`src/verilog/lc3b_types.sv`:
```
package lc3b_types;

// ~~~~~~~~~~~~~~~~~~~~~~~~~~~~~~~~~~~~~~~
// datapath widths
// ~~~~~~~~~~~~~~~~~~~~~~~~~~~~~~~~~~~~~~~

typedef logic [15:0] lc3b_word; // instruction, data or byte address.
typedef logic [2:0] lc3b_reg;
typedef logic [2:0] lc3b_nzp; // n, z, p from msb down.
typedef logic [4:0] lc3b_imm5;
typedef logic [8:0] lc3b_offset9; // in words, scaled by 2.

// ~~~~~~~~~~~~~~~~~~~~~~~~~~~~~~~~~~~~~~~
// opcodes
// ~~~~~~~~~~~~~~~~~~~~~~~~~~~~~~~~~~~~~~~

typedef enum logic [3:0] {
	op_br   = 4'b0000,
	op_add  = 4'b0001,
	op_ldb  = 4'b0010,
	op_stb  = 4'b0011,
	op_jsr  = 4'b0100,
	op_and  = 4'b0101,
	op_ldr  = 4'b0110,
	op_str  = 4'b0111,
	op_rti  = 4'b1000,
	op_not  = 4'b1001,
	op_ldi  = 4'b1010,
	op_sti  = 4'b1011,
	op_jmp  = 4'b1100,
	op_shf  = 4'b1101,
	op_lea  = 4'b1110,
	op_trap = 4'b1111
} lc3b_opcode;

endpackage : lc3b_types

```
`src/verilog/lc3b_pipe_types.sv`:
```
package lc3b_pipe_types;

// fetch sequencing.
typedef enum logic [1:0] {
	st_fetch,
	st_discard, // waiting out a reply from the squashed path.
	st_halt
} fetch_state;

// operation carried from decode into execute.
typedef enum logic [2:0] {
	alu_add,
	alu_and,
	alu_not,
	alu_pass, // control flow, no register write.
	alu_none
} alu_op;

endpackage : lc3b_pipe_types

```
`src/verilog/flow_control.sv`:
```
`timescale 1ns/1ps

module flow_control import lc3b_pipe_types::*;
(
	input logic clk,
	input logic reset,
	input logic resp_a,
	input logic redirect,
	input logic halt,
	output logic mem_read1,
	output logic fetch_valid,
	output logic pc_step,
	output logic halted
);

fetch_state state, state_next;
logic busy; // request still open from an earlier cycle.
logic gap; // idle cycle after each response.

// a new request never starts in a redirect or halt cycle.
assign mem_read1 = !reset && !gap && (busy || (state == st_fetch && !redirect && !halt));
assign fetch_valid = resp_a && state == st_fetch;
assign pc_step = fetch_valid;
assign halted = state == st_halt;

always_comb begin
	state_next = state;
	case (state)
		st_fetch: begin
			if (halt)
				state_next = st_halt;
			else if (redirect && mem_read1 && !resp_a)
				state_next = st_discard; // reply in flight belongs to old path.
		end
		st_discard: begin
			if (halt)
				state_next = st_halt;
			else if (resp_a)
				state_next = st_fetch;
		end
		default: state_next = st_halt; // parked until reset.
	endcase
end

always_ff @(posedge clk) begin
	if (reset) begin
		state <= st_fetch;
		busy <= 1'b0;
		gap <= 1'b0;
	end else begin
		state <= state_next;
		busy <= mem_read1 && !resp_a;
		gap <= resp_a;
	end
end

assert property (@(posedge clk) disable iff (reset) resp_a |-> mem_read1)
	else $error("resp_a without an open request");

assert property (@(posedge clk) disable iff (reset) fetch_valid |-> !$past(redirect))
	else $error("fetch delivered right after a redirect");

endmodule : flow_control

```
`src/verilog/program_counter.sv`:
```
`timescale 1ns/1ps

module program_counter import lc3b_types::*;
#(
	parameter lc3b_word RESET_PC = 16'h0000
)
(
	input logic clk,
	input logic reset,
	input logic pc_step,
	input logic redirect,
	input lc3b_word target,
	input logic mem_read1,
	output lc3b_word pc
);

logic pend; // target waiting for the open request to finish.
lc3b_word pend_target;

always_ff @(posedge clk) begin
	if (reset) begin
		pc <= RESET_PC;
		pend <= 1'b0;
	end else if (redirect) begin
		if (mem_read1) begin
			pend <= 1'b1;
		end else begin
			pc <= target;
			pend <= 1'b0;
		end
	end else if (pend && !mem_read1) begin
		pc <= pend_target;
		pend <= 1'b0;
	end else if (pc_step) begin
		pc <= pc + 16'd2;
	end
end

always_ff @(posedge clk) begin
	if (redirect && mem_read1)
		pend_target <= target;
end

// address must hold for the whole request.
assert property (@(posedge clk) disable iff (reset)
	mem_read1 && $past(mem_read1) && !$past(reset) |-> $stable(pc))
	else $error("fetch address moved during a request");

endmodule : program_counter

```
`src/verilog/instruction_decode.sv`:
```
`timescale 1ns/1ps

module instruction_decode import lc3b_types::*, lc3b_pipe_types::*;
(
	input logic clk,
	input logic reset,
	input logic fetch_valid,
	input lc3b_word instr,
	input lc3b_word pc,
	input logic squash,
	input logic reg_write,
	input lc3b_reg reg_dest,
	input lc3b_word reg_data,
	output logic ex_valid,
	output alu_op ex_op,
	output lc3b_opcode ex_opcode,
	output lc3b_reg ex_dest,
	output lc3b_word ex_a,
	output lc3b_word ex_b,
	output lc3b_word ex_pc,
	output lc3b_nzp ex_nzp,
	output lc3b_offset9 ex_offset
);

logic if_valid;
lc3b_word if_ir, if_pc;
lc3b_opcode opcode;
lc3b_reg sr1, sr2;
lc3b_imm5 imm5;
lc3b_word imm_sext, rd_a, rd_b;
lc3b_word regs [8];
alu_op op;

// ~~~~~~~~~~~~~~~~~~~~~~~~~~~~~~~~~~~~~~~
// IF/ID register
// ~~~~~~~~~~~~~~~~~~~~~~~~~~~~~~~~~~~~~~~

always_ff @(posedge clk) begin
	if (reset || squash)
		if_valid <= 1'b0;
	else
		if_valid <= fetch_valid; // empty unless fetch delivered.
end

always_ff @(posedge clk) begin
	if (fetch_valid) begin
		if_ir <= instr;
		if_pc <= pc + 16'd2;
	end
end

assign opcode = lc3b_opcode'(if_ir[15:12]);
assign sr1 = if_ir[8:6];
assign sr2 = if_ir[2:0];
assign imm5 = if_ir[4:0];
assign imm_sext = {{11{imm5[4]}}, imm5};

// ~~~~~~~~~~~~~~~~~~~~~~~~~~~~~~~~~~~~~~~
// register file
// ~~~~~~~~~~~~~~~~~~~~~~~~~~~~~~~~~~~~~~~

always_ff @(posedge clk) begin
	if (reset) begin
		for (int i = 0; i < 8; i++)
			regs[i] <= '0;
	end else if (reg_write) begin
		regs[reg_dest] <= reg_data;
	end
end

// write-through, so a same-cycle write is seen.
assign rd_a = (reg_write && reg_dest == sr1) ? reg_data : regs[sr1];
assign rd_b = (reg_write && reg_dest == sr2) ? reg_data : regs[sr2];

always_comb begin
	case (opcode)
		op_add: op = alu_add;
		op_and: op = alu_and;
		op_not: op = alu_not;
		op_br, op_trap: op = alu_pass;
		default: op = alu_none; // retires as nop.
	endcase
end

// ~~~~~~~~~~~~~~~~~~~~~~~~~~~~~~~~~~~~~~~
// ID/EX register
// ~~~~~~~~~~~~~~~~~~~~~~~~~~~~~~~~~~~~~~~

always_ff @(posedge clk) begin
	if (reset || squash)
		ex_valid <= 1'b0;
	else
		ex_valid <= if_valid;
end

always_ff @(posedge clk) begin
	ex_op <= op;
	ex_opcode <= opcode;
	ex_dest <= if_ir[11:9];
	ex_a <= rd_a;
	ex_b <= if_ir[5] ? imm_sext : rd_b; // imm5 form.
	ex_pc <= if_pc;
	ex_nzp <= if_ir[11:9]; // same field as dest, br reads it as nzp.
	ex_offset <= if_ir[8:0];
end

endmodule : instruction_decode

```
`src/verilog/execution_module.sv`:
```
`timescale 1ns/1ps

module execution_module import lc3b_types::*, lc3b_pipe_types::*;
(
	input logic clk,
	input logic reset,
	input logic ex_valid,
	input alu_op ex_op,
	input lc3b_opcode ex_opcode,
	input lc3b_reg ex_dest,
	input lc3b_word ex_a,
	input lc3b_word ex_b,
	input lc3b_word ex_pc,
	input lc3b_nzp ex_nzp,
	input lc3b_offset9 ex_offset,
	output logic reg_write,
	output lc3b_reg reg_dest,
	output lc3b_word reg_data,
	output logic redirect,
	output lc3b_word target,
	output logic halt,
	output logic squash
);

lc3b_word result, br_target;
lc3b_nzp cc, cc_next;
logic stopped; // set once trap retires.
logic live, write_en, taken, trap;

assign live = ex_valid && !stopped;

// ~~~~~~~~~~~~~~~~~~~~~~~~~~~~~~~~~~~~~~~
// alu and condition codes
// ~~~~~~~~~~~~~~~~~~~~~~~~~~~~~~~~~~~~~~~

always_comb begin
	case (ex_op)
		alu_add: result = ex_a + ex_b;
		alu_and: result = ex_a & ex_b;
		alu_not: result = ~ex_a;
		alu_pass: result = ex_b;
		default: result = '0;
	endcase
end

assign write_en = live && (ex_op == alu_add || ex_op == alu_and || ex_op == alu_not);
assign cc_next = result[15] ? 3'b100 : (result == '0) ? 3'b010 : 3'b001;

// branch resolution.
assign br_target = ex_pc + {{6{ex_offset[8]}}, ex_offset, 1'b0};
assign taken = live && ex_op == alu_pass && ex_opcode == op_br && |(ex_nzp & cc);
assign trap = live && ex_opcode == op_trap;

assign squash = redirect;

always_ff @(posedge clk) begin
	if (reset) begin
		reg_write <= 1'b0;
		redirect <= 1'b0;
		halt <= 1'b0;
		stopped <= 1'b0;
		cc <= 3'b010; // z after reset.
	end else begin
		reg_write <= write_en;
		redirect <= taken;
		halt <= trap;
		if (trap)
			stopped <= 1'b1;
		if (write_en)
			cc <= cc_next; // lands with the register write.
	end
end

always_ff @(posedge clk) begin
	reg_dest <= ex_dest;
	reg_data <= result;
	target <= br_target;
end

endmodule : execution_module

```
`src/verilog/cpu_datapath.sv`:
```
`timescale 1ns/1ps

module cpu_datapath import lc3b_types::*, lc3b_pipe_types::*;
#(
	parameter lc3b_word RESET_PC = 16'h0000
)
(
	input logic clk,
	input logic reset,
	input logic resp_a,
	input lc3b_word mem_rdata1,
	output lc3b_word mem_addr1,
	output logic mem_read1,
	output logic reg_write,
	output lc3b_reg reg_dest,
	output lc3b_word reg_data,
	output logic halted
);

// fetch control.
logic fetch_valid, pc_step, redirect, halt, squash;
lc3b_word target;

// ID/EX fields.
logic ex_valid;
alu_op ex_op;
lc3b_opcode ex_opcode;
lc3b_reg ex_dest;
lc3b_word ex_a, ex_b, ex_pc;
lc3b_nzp ex_nzp;
lc3b_offset9 ex_offset;

flow_control fetch_fsm
(
	.clk(clk),
	.reset(reset),
	.resp_a(resp_a),
	.redirect(redirect),
	.halt(halt),
	.mem_read1(mem_read1),
	.fetch_valid(fetch_valid),
	.pc_step(pc_step),
	.halted(halted)
);

program_counter #(.RESET_PC(RESET_PC)) pc_reg
(
	.clk(clk),
	.reset(reset),
	.pc_step(pc_step),
	.redirect(redirect),
	.target(target),
	.mem_read1(mem_read1),
	.pc(mem_addr1)
);

instruction_decode id_stage
(
	.clk(clk),
	.reset(reset),
	.fetch_valid(fetch_valid),
	.instr(mem_rdata1),
	.pc(mem_addr1),
	.squash(squash),
	.reg_write(reg_write),
	.reg_dest(reg_dest),
	.reg_data(reg_data),
	.ex_valid(ex_valid),
	.ex_op(ex_op),
	.ex_opcode(ex_opcode),
	.ex_dest(ex_dest),
	.ex_a(ex_a),
	.ex_b(ex_b),
	.ex_pc(ex_pc),
	.ex_nzp(ex_nzp),
	.ex_offset(ex_offset)
);

execution_module ex_stage
(
	.clk(clk),
	.reset(reset),
	.ex_valid(ex_valid),
	.ex_op(ex_op),
	.ex_opcode(ex_opcode),
	.ex_dest(ex_dest),
	.ex_a(ex_a),
	.ex_b(ex_b),
	.ex_pc(ex_pc),
	.ex_nzp(ex_nzp),
	.ex_offset(ex_offset),
	.reg_write(reg_write),
	.reg_dest(reg_dest),
	.reg_data(reg_data),
	.redirect(redirect),
	.target(target),
	.halt(halt),
	.squash(squash)
);

endmodule : cpu_datapath

```
`config.mk`:
```
export PLATFORM = sky130hd
export DESIGN_NAME = cpu_datapath
export DESIGN_NICKNAME = d
export VERILOG_FILES = /design/src/verilog/lc3b_types.sv /design/src/verilog/lc3b_pipe_types.sv /design/src/verilog/flow_control.sv /design/src/verilog/program_counter.sv /design/src/verilog/instruction_decode.sv /design/src/verilog/execution_module.sv /design/src/verilog/cpu_datapath.sv
export SDC_FILE = /design/constraint.sdc
export NUM_CORES = 1
export LEC_CHECK = 0
export BUFFER_PORTS_ARGS = -buffer_cell sky130_fd_sc_hd__buf_2
export CORE_ASPECT_RATIO = 0.6
export CORE_MARGIN = 2
export CORE_UTILIZATION = 50
export CTS_BUF_LIST = sky130_fd_sc_hd__clkbuf_4 sky130_fd_sc_hd__clkbuf_8 sky130_fd_sc_hd__clkbuf_16
export CTS_CLUSTER_SIZE = 20
export DETAILED_ROUTE_END_ITERATION = 12
export PLACE_DENSITY = 0.74
export SLEW_MARGIN = 20
export SYNTH_ARGS = -nofsm -noshare
export SYNTH_HDL_FRONTEND = slang
export SYNTH_HIERARCHICAL = 1
export SYNTH_SLANG_ARGS = --single-unit
```
`constraint.sdc`:
```
create_clock -name clk -period 8.45 [get_ports clk]
set_clock_uncertainty 0.2 [all_clocks]
set_input_delay 1.69 -clock clk [delete_from_list [all_inputs] [get_ports clk]]
set_output_delay 1.69 -clock clk [all_outputs]
set_load 0.01 [all_outputs]
```
# Word level (Yosys, flattened, before mapping)
# Memory sizes are Yosys's and may differ from the RTL's. A register that Yosys moved wholly into a read port is not among the register bits.
# Cells that the tools add are included.
[classes] add_sub_neg=3 n_eq_ne=15 n_mux=29 bitwise=3 n_reduce_logical=40
[op_table] op="$mux W16" n=8
[op_table] op="$pmux W16 S4" n=1
[op_table] op="$add A16 B16 Y16" n=2
[op_table] op="$logic_and A1 B1 Y1" n=17
[op_table] op="$add A16 B2 Y16 const B" n=1
[op_table] op="$and A16 B16 Y16" n=1
[op_table] op="$logic_not A16 Y1" n=1
[op_table] op="$not A16 Y16" n=1
[op_table] op="$reduce_or A16 Y1" n=1
[op_table] op="$eq A4 B4 Y1 const B" n=3
[op_table] op="$mux W3" n=4
[op_table] op="$pmux W3 S4" n=1
[op_table] op="$mux W2" n=5
[op_table] op="$mux W1" n=9
[op_table] op="$logic_not A4 Y1" n=2
[op_table] op="$logic_not A1 Y1" n=7
[op_table] op="$eq A3 B2 Y1 const B" n=2
[op_table] op="$eq A3 B3 Y1" n=2
[op_table] op="$ne A3 B2 Y1 const B" n=2
[op_table] op="$eq A4 B1 Y1 const B" n=1
[op_table] op="$eq A4 B3 Y1 const B" n=1
[op_table] op="$logic_or A1 B1 Y1" n=4
[op_table] op="$pmux W2 S2" n=1
[op_table] op="$reduce_and A2 Y1" n=2
[op_table] op="other kinds (11)" n=11
[totals] ff_bits=180 mem_bits_rw=128 in_bits=19 output_inout_bits=38 elab_cells=116 n_memories=1
[memory_table] name="id_stage.regs" depth=8 width=16 rd=2 rd_ports_with_merged_regs=2 wr=8 line_no="instruction_decode.sv:31" source="lc3b_word regs [8];"

# Logic depth before layout (Yosys ltp)
# Gate-level depths: netlist of the first run.
[logic_depth] depth_word=10 mapped_depth=11 ltp_nobuf=11

# Cells and area by module
# The synthesis of the first run kept the hierarchy.
[modules_own_cells] mod="instruction_decode" instances=1 cells_each=654 area_per_inst_um2=9983.3 seq_area_each_um2=6306.0
[modules_own_cells] mod="execution_module" instances=1 cells_each=372 area_per_inst_um2=3129.3 seq_area_each_um2=840.8
[modules_own_cells] mod="program_counter" instances=1 cells_each=183 area_per_inst_um2=1736.7 seq_area_each_um2=820.8
[modules_own_cells] mod="flow_control" instances=1 cells_each=17 area_per_inst_um2=172.7 seq_area_each_um2=80.1

# Worst setup path before layout of the first run
# OpenSTA, ideal clock, no wires.
[synth_timing] path_kind="input -> register" startpoint="input port resp_a" endpoint="register pc_reg.pc[2]" setup_time_ps=70 arrival_time_ps=5136 slack_ps=3044 path_stages=6 path_cell_list="nor3b_1 > buf_4 > a21o_1 > buf_2 > o211ai_1 > a21oi_1"
[synth_between] elab_chain_len=3
[synth_lines] item="from (decl)" line_no="cpu_datapath.sv:10" source="input logic resp_a,"
[synth_lines] item="$logic_and A1 B1 Y1" line_no="flow_control.sv:22" source="assign fetch_valid = resp_a && state == st_fetch;"
[synth_lines] item="named net pc_step" line_no="cpu_datapath.sv:21" source="logic fetch_valid, pc_step, redirect, halt, squash;"
[synth_lines] item="$reduce_bool A3 Y1 (no line)"
[synth_lines] item="$reduce_and A2 Y1 (no line)"
[synth_lines] item="to (signal assigned)" line_no="program_counter.sv:28" source="pc <= target;"
[synth_lines] item="to (signal assigned)" line_no="program_counter.sv:32" source="pc <= pend_target;"
[synth_lines] item="to (signal assigned)" line_no="program_counter.sv:35" source="pc <= pc + 16'd2;"
[synth_lines] item="to (decl)" line_no="program_counter.sv:14" source="output lc3b_word pc"
# The timed path passes the listed nets, and every way through them passes these cells.
# A chain may end at the register's enable or synchronous reset.

# Final worst setup path of the first run
[layout_timing] startpoint="input port reset" endpoint="output port mem_read1"
[layout_between] elab_chain_len=3
[layout_lines] item="from (decl)" line_no="cpu_datapath.sv:9" source="input logic reset,"
[layout_lines] item="$logic_not A1 Y1" line_no="flow_control.sv:21" source="assign mem_read1 = !reset && !gap && (busy || (state == st_fetch && !redirect && !halt));"
[layout_lines] item="$logic_and A1 B1 Y1 (2 in a row)" line_no="flow_control.sv:21"
[layout_lines] item="to (decl)" line_no="cpu_datapath.sv:13" source="output logic mem_read1,"
# Every way passes these cells.

==> summary.md, run 1 <==
| Metric | Value |
|---|---|
| Status | `finished, final reports clean` |
| #FFs+latches synth | `between 300 and 400` |
| Synthesis-to-finish area growth | `10.6%` |
| Drc violations | `0` |
| Via count | `10,374` |
| CP Launch Type | `input pin` |
| Resized Gates After CTS | `0` |
| CP peak stage delay | `roughly 0.7 ns` |
| Hold Buf Count CTS | `0` |
| Starting density of the core | `about half` |
| Synth Flop Type | `edfxtp_1` |
| Final critical-path required period | `roughly 4.9 ns` |
| Worst min-delay path category | `reg -> reg` |
| Core region area | `about 30,000 um^2` |
| Final setup vio count | `0` |
| VDD IR max | `between 150 and 200 uV` |
| Slew margin rel. | `25.6%` |
| Syn_area_per_cell | `12.3 um^2` |
| Total Wirelength | `between 30,000 and 40,000 um` |
| Largest net degree at the start of global routing | `slightly above 40` |
| Crit Path Class | `in -> out` |
| Die X | `between 200 and 250 um` |
| Peak Freq | `just over 200 MHz` |
| Die area | `between 30,000 and 40,000 um^2` |
| Layout cell share with drive strength beyond 1 | `17.6%` |
| Power share of the clock group | `between 30% and 40%` |
| Fin. Hold Viols | `0` |
| CP Capture Type | `output port` |
| WP data required | `6.56 ns` |
| Final slew viol count | `0` |
| Sw power | `slightly above 1 mW` |
| Commonest non-fill, non-tap cells in the layout | `edfxtp_1, dfxtp_1, and2_1` |
| Cell variety after synth | `between 80 and 90` |
| TritonCTS sink count | `approximately 310` |
| Starting DRC count in detailed routing | `approximately 1,400` |
| Die H | `between 100 and 150 um` |
| Fin crit share | `about three fifths` |
| Crit Path Max Fanout | `40` |
| First-pass GRT wire length | `about 60,000 um` |
| Per-cell routed wire length | `~23 um` |
| Top cell by count, worst path | `buf_2` |
| ANT nets after route | `0` |
| RSZ-0062 raised after global routing | `false` |
| Internal | `2.76 mW` |
| Worst slew pin tran | `1.11 ns` |
| Fillers | `roughly 2,400` |
| Max Cap Violations | `0` |
| Tot GR Track Use | `around a quarter` |
| Worst-Skew Late Latency | `0.55 ns` |
| Initial antenna violation count | `2` |
| Postcts setup bufs | `0` |
| Pre-antenna DRT Iters | `7` |
| LEAKAGE | `around 6.3 nW` |
| H-tree depth | `1` |
| Most common cell after layout, fill and taps aside | `edfxtp_1` |
| # IOs | `57` |
| Synth warn | `6` |
| Power density over the cells | `between 200 and 250 nW/um^2` |
| CP Cell Sequence | `buf_2, buf_4, a211oi_1, buf_2` |
| GR Overflow Total | `0` |
| CTS tree | `built` |
| Vias in the first global route | `approximately 9,500` |
| TritonCTS buffer count | `29` |
| Hold slack final | `roughly 0.13 ns` |
| Sw Share | `between 20% and 30%` |
| Worst-case clock buffer depth | `3` |
| Max reg flops | `128` |
| Clock root buffer | `clkbuf_16` |
| Placer Congestion | `between 0.9 and 1` |
| Slowest stage cell, crit path | `a211oi_1` |
| Vias per std cell | `6.12` |
| Sequential cell area fraction in the yosys report | `between 50 and 60%` |
| Critical Path AT | `3.03 ns` |
| CTS clk-pin slew, worst paths | `about 0.070 ns` |
| Reg with most FFs | `id_stage/regs` |
| Post-synth EDFFs | `roughly 180` |
| Combinational power share | `roughly 14%` |
| Part of the power in registers | `approximately half` |
| Rows | `49` |
| Post-synthesis async set-or-reset flop share | `0%` |
| DP HPWL | `between 20,000 and 30,000 um` |
| Synthesized area | `~15,000 um^2` |
| Total negative slack | `0 ns` |
| Synthesized instance count | `~1,200` |
| Nets | `1,316` |
| Syn_nets | `1,279` |
| Buffers on Ports | `56` |
-- worst max-delay path: cells and delay by family --
| kind | cells | cell delay, ns |
|---|---|---|
| AOI/OAI and AO/OA | 1 | 0.69 |
| buffers and inverters | 3 | 0.63 |
-- power groups by stage --
stage	combinational [mW]	sequential, mW	clock, mW
after floorplan	0.386	1.82	0
after global placement	0.500	1.89	0
after detailed placement	0.509	1.89	0
after CTS	0.514	1.86	1.41
after global routing	0.569	1.88	1.47
final	0.523	1.87	1.40
-- synth_stat cells (7+ instances only) --
master | n | area, um^2
ha_1 | 33 | 413
o21a_1 | 7 | 52.6
nor2b_1 | 16 | 100
buf_4 | 8 | 60.1
mux4_2 | 63 | 1420
mux2_2 | 8 | 90.1
nand4_1 | 12 | 75.1
a21oi_1 | 73 | 365
mux2i_1 | 35 | 350
nor4_1 | 13 | 81.3
a21o_1 | 7 | 52.6
nor2_1 | 62 | 233
inv_1 | 30 | 113
o2111ai_1 | 8 | 70.1
clkbuf_1 | 31 | 116
a31oi_1 | 11 | 68.8
and2_1 | 118 | 738
o21ai_0 | 54 | 270
a22oi_1 | 8 | 60.1
dfxtp_1 | 138 | 2760
xnor2_1 | 29 | 254
buf_2 | 18 | 90.1
nand3_1 | 20 | 100
nand2b_1 | 15 | 93.8
and3_1 | 10 | 62.6
a211oi_1 | 9 | 67.6
xor2_1 | 15 | 131
o211ai_1 | 10 | 75.1
nor3_1 | 31 | 155
nand2_1 | 48 | 180
edfxtp_1 | 176 | 5290
or2_2 | 10 | 62.6
-- layout make-up --
class | count | area [um^2] | area share (%)
Sequential cell | 314 | 8050 | 48.5
Multi-Input combinational cell | 813 | 6510 | 39.2
Clock buffer | 36 | 826 | 4.97
Tap cell | 408 | 510 | 3.07
Timing Repair Buffer | 71 | 393 | 2.36
Clock inverter | 17 | 190 | 1.14
Inverter | 34 | 128 | 0.768
Antenna cell | 2 | 5.00 | 0.0301
-- worst paths after layout --
kind	to	slack, ns	depth (start not counted)	startpoint
setup reg to reg	pc_reg/pc[14]	4.98	8	ex_stage/redirect
hold / removal	id_stage/ex_pc[8]	0.13	0	id_stage/if_pc[8]
setup / recovery	mem_read1	3.53	4	reset
hold reg to reg	id_stage/ex_pc[8]	0.13	0	id_stage/if_pc[8]
-- routing by layer --
metal	global-route usage (%)	vias to the layer above	part of all wire (%)
met1	39.7	5086	47
met5	0	-	0
met4	3.74	0	1.3
li1	-	4687	-
met3	9.28	45	14
met2	29.8	556	38
-- logic make-up after synthesis --
family	Yosys count	synth area share, %
compound gates	242	10.8
xor+xnor	44	2.57
fa+ha+maj	34	2.88
buf+inv	99	3.13
flops	314	53.6
mux	109	12.9
simple gates	384	14.2
-- metrics by stage --
step / power (mW) / area, um^2 / utilization, % / std cells / setup WS, ns
2_1_floorplan: 2.20 / 15000 / - / 1226 / 3.04
3_3_place_gp: 2.39 / 15600 / 52.4 / 1640 / 3.65
3_5_place_dp: 2.40 / 15600 / 52.4 / 1640 / 3.64
4_1_cts: 3.79 / 16600 / 55.8 / 1693 / 3.55
5_1_grt: 3.93 / 16600 / 55.9 / 1695 / 3.43
6_report: 3.80 / 16600 / 55.9 / 1695 / 3.53
Note: power is estimated with default switching activity, not from simulation.
==> run 2: changes to the inputs <==
Settings changed: PLACE_DENSITY 0.74 to 0.76.
Clock period 8.45 ns to 4.34 ns, I/O delays scaled along.
==> run 2 against run 1 <==
  * Largest power group unchanged
  * Critical path type is now reg -> reg
  * Worst hold slack improved by 0.0071 ns
  * Final cell count rose by 0.18%
  * Sequential cell count did not move
  * Cell area rose by 0.22%
  * Largest cell class unchanged
  * Critical path depth rose by 5
  * Register-to-register slack got worse by 4.0 ns
  * Global-route usage rose by 1.1 points
  * Clock power rose by 91%
  * Combinational power rose by 100%
  * First-iteration DRC count rose by 8.0%
==> summary.md, run 2 (synthesis gave the netlist of run 1 again) <==
| Metric | Value |
|---|---|
| Status | `finished, final reports clean` |
| Fin area | `16,600 um^2` |
| Total negative slack | `0 ns` |
| CTS tree | `built` |
| LEAKAGE | `6.36 nW` |
| Total Wirelength | `approximately 40,000 um` |
| Per-cell routed wire length | `~24 um` |
| Crit Path Class | `reg -> reg` |
| Clock root buffer | `clkbuf_16` |
| Core region area | `29,700 um^2` |
| Worst slew pin tran | `about 1.1 ns` |
| Dpl ws | `around 1 ns` |
| Final slew viol count | `0` |
| Worst-case clock buffer depth | `3` |
| CP Launch Type | `flop` |
| Final setup vio count | `0` |
| Peak Freq | `between 200 and 300 MHz` |
| Die area | `about 31,000 um^2` |
| GR Overflow Total | `0` |
| Nets | `around 1,300` |
| Vias per std cell | `between 6 and 7` |
| Commonest non-fill, non-tap cells in the layout | `edfxtp_1, dfxtp_1, and2_1` |
| Largest net degree at the start of global routing | `41` |
| Antenna cells | `0` |
| RSZ-0062 raised after global routing | `false` |
| Final WS setup | `0.994 ns` |
| Die H | `138 um` |
| Final critical-path required period | `3.35 ns` |
| Drc violations | `0` |
| DP HPWL | `27,000 um` |
| CP peak stage delay | `around 0.57 ns` |
| CP Capture Type | `flop` |
| Die X | `~230 um` |
| Placer Congestion | `0.915` |
| Layout cell share with drive strength beyond 1 | `18.2%` |
| Cell area after placement | `15,700 um^2` |
| Resized Gates After CTS | `0` |
| Delay-heaviest family, CP | `compound AO/OA/AOI/OAI gates` |
| Non-Filler Instances | `1,698` |
| Crit Path Max Fanout | `5` |
| CP Buf/Inv Count | `0` |
| Starting density of the core | `about 51%` |
| Fin crit share | `between 70% and 80%` |
| Rows | `49` |
| ANT nets after route | `0` |
| WP data required | `around 4.6 ns` |
| Critical R2R Launch | `id_stage/ex_a[1]` |
| Worst min-delay path category | `reg -> reg` |
| TritonCTS buffer count | `28` |
| Most common cell after layout, fill and taps aside | `edfxtp_1` |
| Critical Path AT | `~3.6 ns` |
| First-pass GRT wire length | `between 60,000 and 70,000 um` |
| Top cell by count, worst path | `a211oi_1` |
| Initial antenna violation count | `0` |
| Power density over the cells | `between 400 and 500 nW/um^2` |
| Slowest stage cell, crit path | `a211oi_1` |
| TritonCTS sink count | `roughly 310` |
| Max reg flops | `roughly 130` |
| # IOs | `between 50 and 60` |
| Setup crit start | `id_stage/ex_a[1]` |
| Via count | `10,573` |
| Reg with most FFs | `id_stage/regs` |
| Synthesis-to-finish area growth | `10.8%` |
| Worst-Skew Late Latency | `approximately 0.56 ns` |
| Tot GR Track Use | `25.3%` |
| Hold slack final | `about 0.14 ns` |
| Min-delay src | `id_stage/if_pc[14]` |
| Postcts setup bufs | `0` |
| Post-layout util | `56.0%` |
| Hold Buf Count CTS | `0` |
| VDD IR max | `slightly above 300 uV` |
| Pre-antenna DRT Iters | `6` |
| Max Cap Violations | `0` |
| H-tree depth | `1` |
| Buffers on Ports | `56` |
| R2r setup slk | `just under 1 ns` |
| Placed Cells incl. Taps | `~1,600` |
| CTS clk-pin slew, worst paths | `0.07 ns` |
| CP Cell Sequence | `ha_1, a211oi_1, o211ai_1, a211oi_1, mux2i_1, o21ai_0, a22o_1, a32o_1, a21o_2` |
| Total Power | `7.37 mW` |
| Fin. Hold Viols | `0` |
| Vias in the first global route | `9,962` |
| Slew margin rel. | `between 20% and 30%` |
| Starting DRC count in detailed routing | `approximately 1,500` |
-- run 2: changes by cell type in the layout (fill, tap and decap cells not counted), moves of 2 or more --
cell | previous run | this run
buf_4 | 15 | 21
clkbuf_4 | 3 | 8
clkbuf_8 | 2 | 4
clkinv_2 | 7 | 2
dfxtp_1 | 136 | 134
dfxtp_2 | 1 | 4
diode_2 | 2 | 0
-- run 2: final timing paths --
kind                   endpoint  cells after the start
max              ex_stage/cc[0]                      9
min          id_stage/ex_pc[14]                      0
max reg2reg      ex_stage/cc[0]                      9
min reg2reg  id_stage/ex_pc[14]                      0
-- run 2: area by class of cell --
class	instances	area, um^2
multi-input cells	813	6520
flip-flops and latches	314	8050
clock inverters	10	133
repair buffers	77	438
fillers	2408	13100
clock buffers	42	866
inverters	34	128
well taps	408	510
-- run 2: metal layers --
layer	up-vias	global-route usage, %	share of wire [%]
li1	4696	-	-
met1	5183	39.0	44
met2	626	33.9	40
met3	68	9.63	14
met4	0	4.67	1.7
met5	-	0	0
-- run 2: worst register-to-register path, delay by kind of cell, from the launching register on --
| kind | cells | cell delay, ns |
|---|---|---|
| compound gates | 7 | 2.05 |
| flops | 1 | 0.33 |
| mux | 1 | 0.27 |
| fa+ha+maj | 1 | 0.38 |
-- run 2: report_power, final --
group	switching [mW]	leakage (nW)	internal [mW]
combinational	0.593	2.93	0.454
clock	1.12	0.499	1.56
sequential	0.304	2.93	3.34
==> run 3: changes to the inputs <==
Clock period 4.34 ns to 2.9 ns, I/O delays scaled along.
==> run 3 against run 2 <==
  * The run now ends with negative setup slack left
  * Sequential cell count unchanged
  * Total power increased by 52%
  * Critical path depth up 2
  * Combinational power grew 74%
  * Sequential share of layout area shrank 1.9 points
  * Sequential power rose by 48%
  * Clock power grew 49%
  * Global-route usage shrank 0.45 points
  * Register-to-register slack got worse by 1.1 ns
  * Largest power group unchanged
==> summary.md, run 3 (synthesis gave the netlist of run 1 again) <==
| Metric | Value |
|---|---|
| Status | `complete, but fails checks` |
| Failing checks | `negative setup slack` |
| Vias per std cell | `about 6.1` |
| ANT nets after route | `0` |
| Die X | `228 um` |
| Rows | `49` |
| Slew margin rel. | `~31%` |
| Nets | `approximately 1,400` |
| WHS Path Cells | `1` |
| CP Launch Type | `flop` |
| Drc violations | `0` |
| Crit Path Class | `reg -> reg` |
| Fin. Hold Viols | `0` |
| Cell area after placement | `roughly 16,000 um^2` |
| Critical Path AT | `approximately 3.2 ns` |
| Starting DRC count in detailed routing | `1,329` |
| Placer Congestion | `between 0.8 and 0.9` |
| Largest net degree at the start of global routing | `39` |
| CP Capture Type | `flop` |
| Max reg flops | `~130` |
| RSZ-0062 raised after global routing | `true` |
| Worst slew pin tran | `1.04 ns` |
| Max Cap Violations | `0` |
| Pre-antenna DRT Iters | `5` |
| Layout cell share with drive strength beyond 1 | `between 20% and 30%` |
| Internal | `approximately 8 mW` |
| Starting density of the core | `between 50 and 60%` |
| Final setup vio count | `2` |
| R2R depth | `11` |
| Fin crit share | `103%` |
| Worst min-delay path category | `in -> reg` |
| Die area | `31,500 um^2` |
| Sw Share | `between 20% and 30%` |
| Worst-case clock buffer depth | `3` |
| First-pass GRT wire length | `between 60,000 and 70,000 um` |
| Fillers | `about 2,300` |
| Clock root buffer | `clkbuf_16` |
| # IOs | `57` |
| Total Power | `11.2 mW` |
| Most common cell after layout, fill and taps aside | `edfxtp_1` |
| Peak Freq | `about 340 MHz` |
| Reg with most FFs | `id_stage/regs` |
| Initial antenna violation count | `0` |
| Placed Cells incl. Taps | `between 1,500 and 2,000` |
| Fin area | `about 17,000 um^2` |
| Total Wirelength | `roughly 39,000 um` |
| Via count | `roughly 11,000` |
| H-tree depth | `1` |
| WP data required | `around 3.2 ns` |
| Power density over the cells | `647 nW/um^2` |
| LEAKAGE | `6.73 nW` |
| Final WS setup | `-0.0798 ns` |
| Dpl ws | `-0.214 ns` |
| Final slew viol count | `0` |
| Core region area | `between 20,000 and 30,000 um^2` |
| GR Overflow Total | `0` |
| TritonCTS sink count | `between 300 and 400` |
| Per-cell routed wire length | `approximately 22 um` |
| CTS clk-pin slew, worst paths | `0.07 ns` |
| Crit Path Max Fanout | `3` |
| Worst-Skew Late Latency | `between 0.5 and 0.6 ns` |
| Sw power | `around 3 mW` |
| Tot GR Track Use | `between 20% and 30%` |
| Die H | `138 um` |
| Commonest non-fill, non-tap cells in the layout | `edfxtp_1, dfxtp_1, and2_1` |
| Synthesis-to-finish area growth | `15.3%` |
| VDD IR max | `approximately 440 uV` |
| DP HPWL | `between 20,000 and 30,000 um` |
| Final critical-path required period | `between 2 and 3 ns` |
| TritonCTS buffer count | `29` |
| Vias in the first global route | `around 10,000` |
| Antenna cells | `0` |
| Power share of the clock group | `between 30% and 40%` |
| Part of the power in registers | `about half` |
| Buffers on Ports | `56` |
| CTS tree | `built` |
| Combinational power share | `16.4%` |
| Non-Filler Instances | `1,771` |
[run 3: changes by cell type in the layout (fill, tap and decap cells not counted), sizes merged]
cell / delta
buf: +59
dlygate4sd3: +12
clkbuf: +3
inv: +1
bufinv: -2
[run 3: area by class of cell]
cell class / count / area (um^2) / area share, %
flip-flops and latches: 314 / 8050 / 46.5
repair buffers: 148 / 1040 / 6.00
clock inverters: 9 / 82.6 / 0.477
clock buffers: 45 / 930 / 5.37
inverters: 34 / 128 / 0.737
multi-input cells: 813 / 6580 / 38.0
well taps: 408 / 510 / 2.95
[run 3: stage by stage]
step | hold slack (ns) | utilization [%] | TNS (ns)
after global routing | 0.000870 | 58.2 | -0.302
after global placement | 0.115 | 54.1 | -0.260
after CTS | 0.00356 | 58.0 | -0.204
final | 0.00987 | 58.2 | -0.122
after detailed placement | 0.115 | 54.1 | -0.359
after floorplan | 0.110 | - | 0
[run 3: per-layer routing]
layer | vias up | global-route usage (%) | part of all wire (%)
li1 | 4844 | - | -
met1 | 5298 | 39.4 | 46
met2 | 564 | 34.7 | 41
met3 | 50 | 5.86 | 12
met4 | 0 | 4.88 | 1.5
met5 | - | 0 | 0
[run 3: final timing paths]
path	start	end	slack, ns
worst min-delay path	mem_rdata1[5]	id_stage/if_ir[5]	0.01
worst min register to register	id_stage/ex_pc[0]	ex_stage/target[0]	0.13
worst max-delay path	id_stage/ex_a[6]	ex_stage/cc[0]	-0.08
worst max register to register	id_stage/ex_a[6]	ex_stage/cc[0]	-0.08
[run 3: power groups by stage]
stage / Combinational (mW) / Clock [mW] / Sequential, mW
2_1_floorplan: 1.12 / 0 / 5.29
3_3_place_gp: 1.72 / 0 / 5.43
3_5_place_dp: 1.73 / 0 / 5.45
4_1_cts: 1.77 / 4.03 / 5.36
5_1_grt: 1.97 / 4.20 / 5.41
6_report: 1.83 / 3.98 / 5.39
[run 3: repair_timing]
action                                 in CTS  in global routing
pin swaps                                   3                  7
setup endpoints to repair                   3                  4
gates cloned                                0                  0
resized for setup                           5                 10
buffers inserted                            2                  3
hold buffers                               11                  1
endpoints found under the hold margin      11                  1
[run 3: critical path, cell delays in order, from the launching register on]
cell,delay (ns)
dfxtp_1,0.33
ha_1,0.30
o211ai_1,0.18
a21boi_0,0.17
buf_4,0.14
o311a_4,0.37
buf_4,0.14
o2111ai_1,0.22
o211ai_1,0.15
nor3b_1,0.28
nand3b_1,0.17
a21o_2,0.21
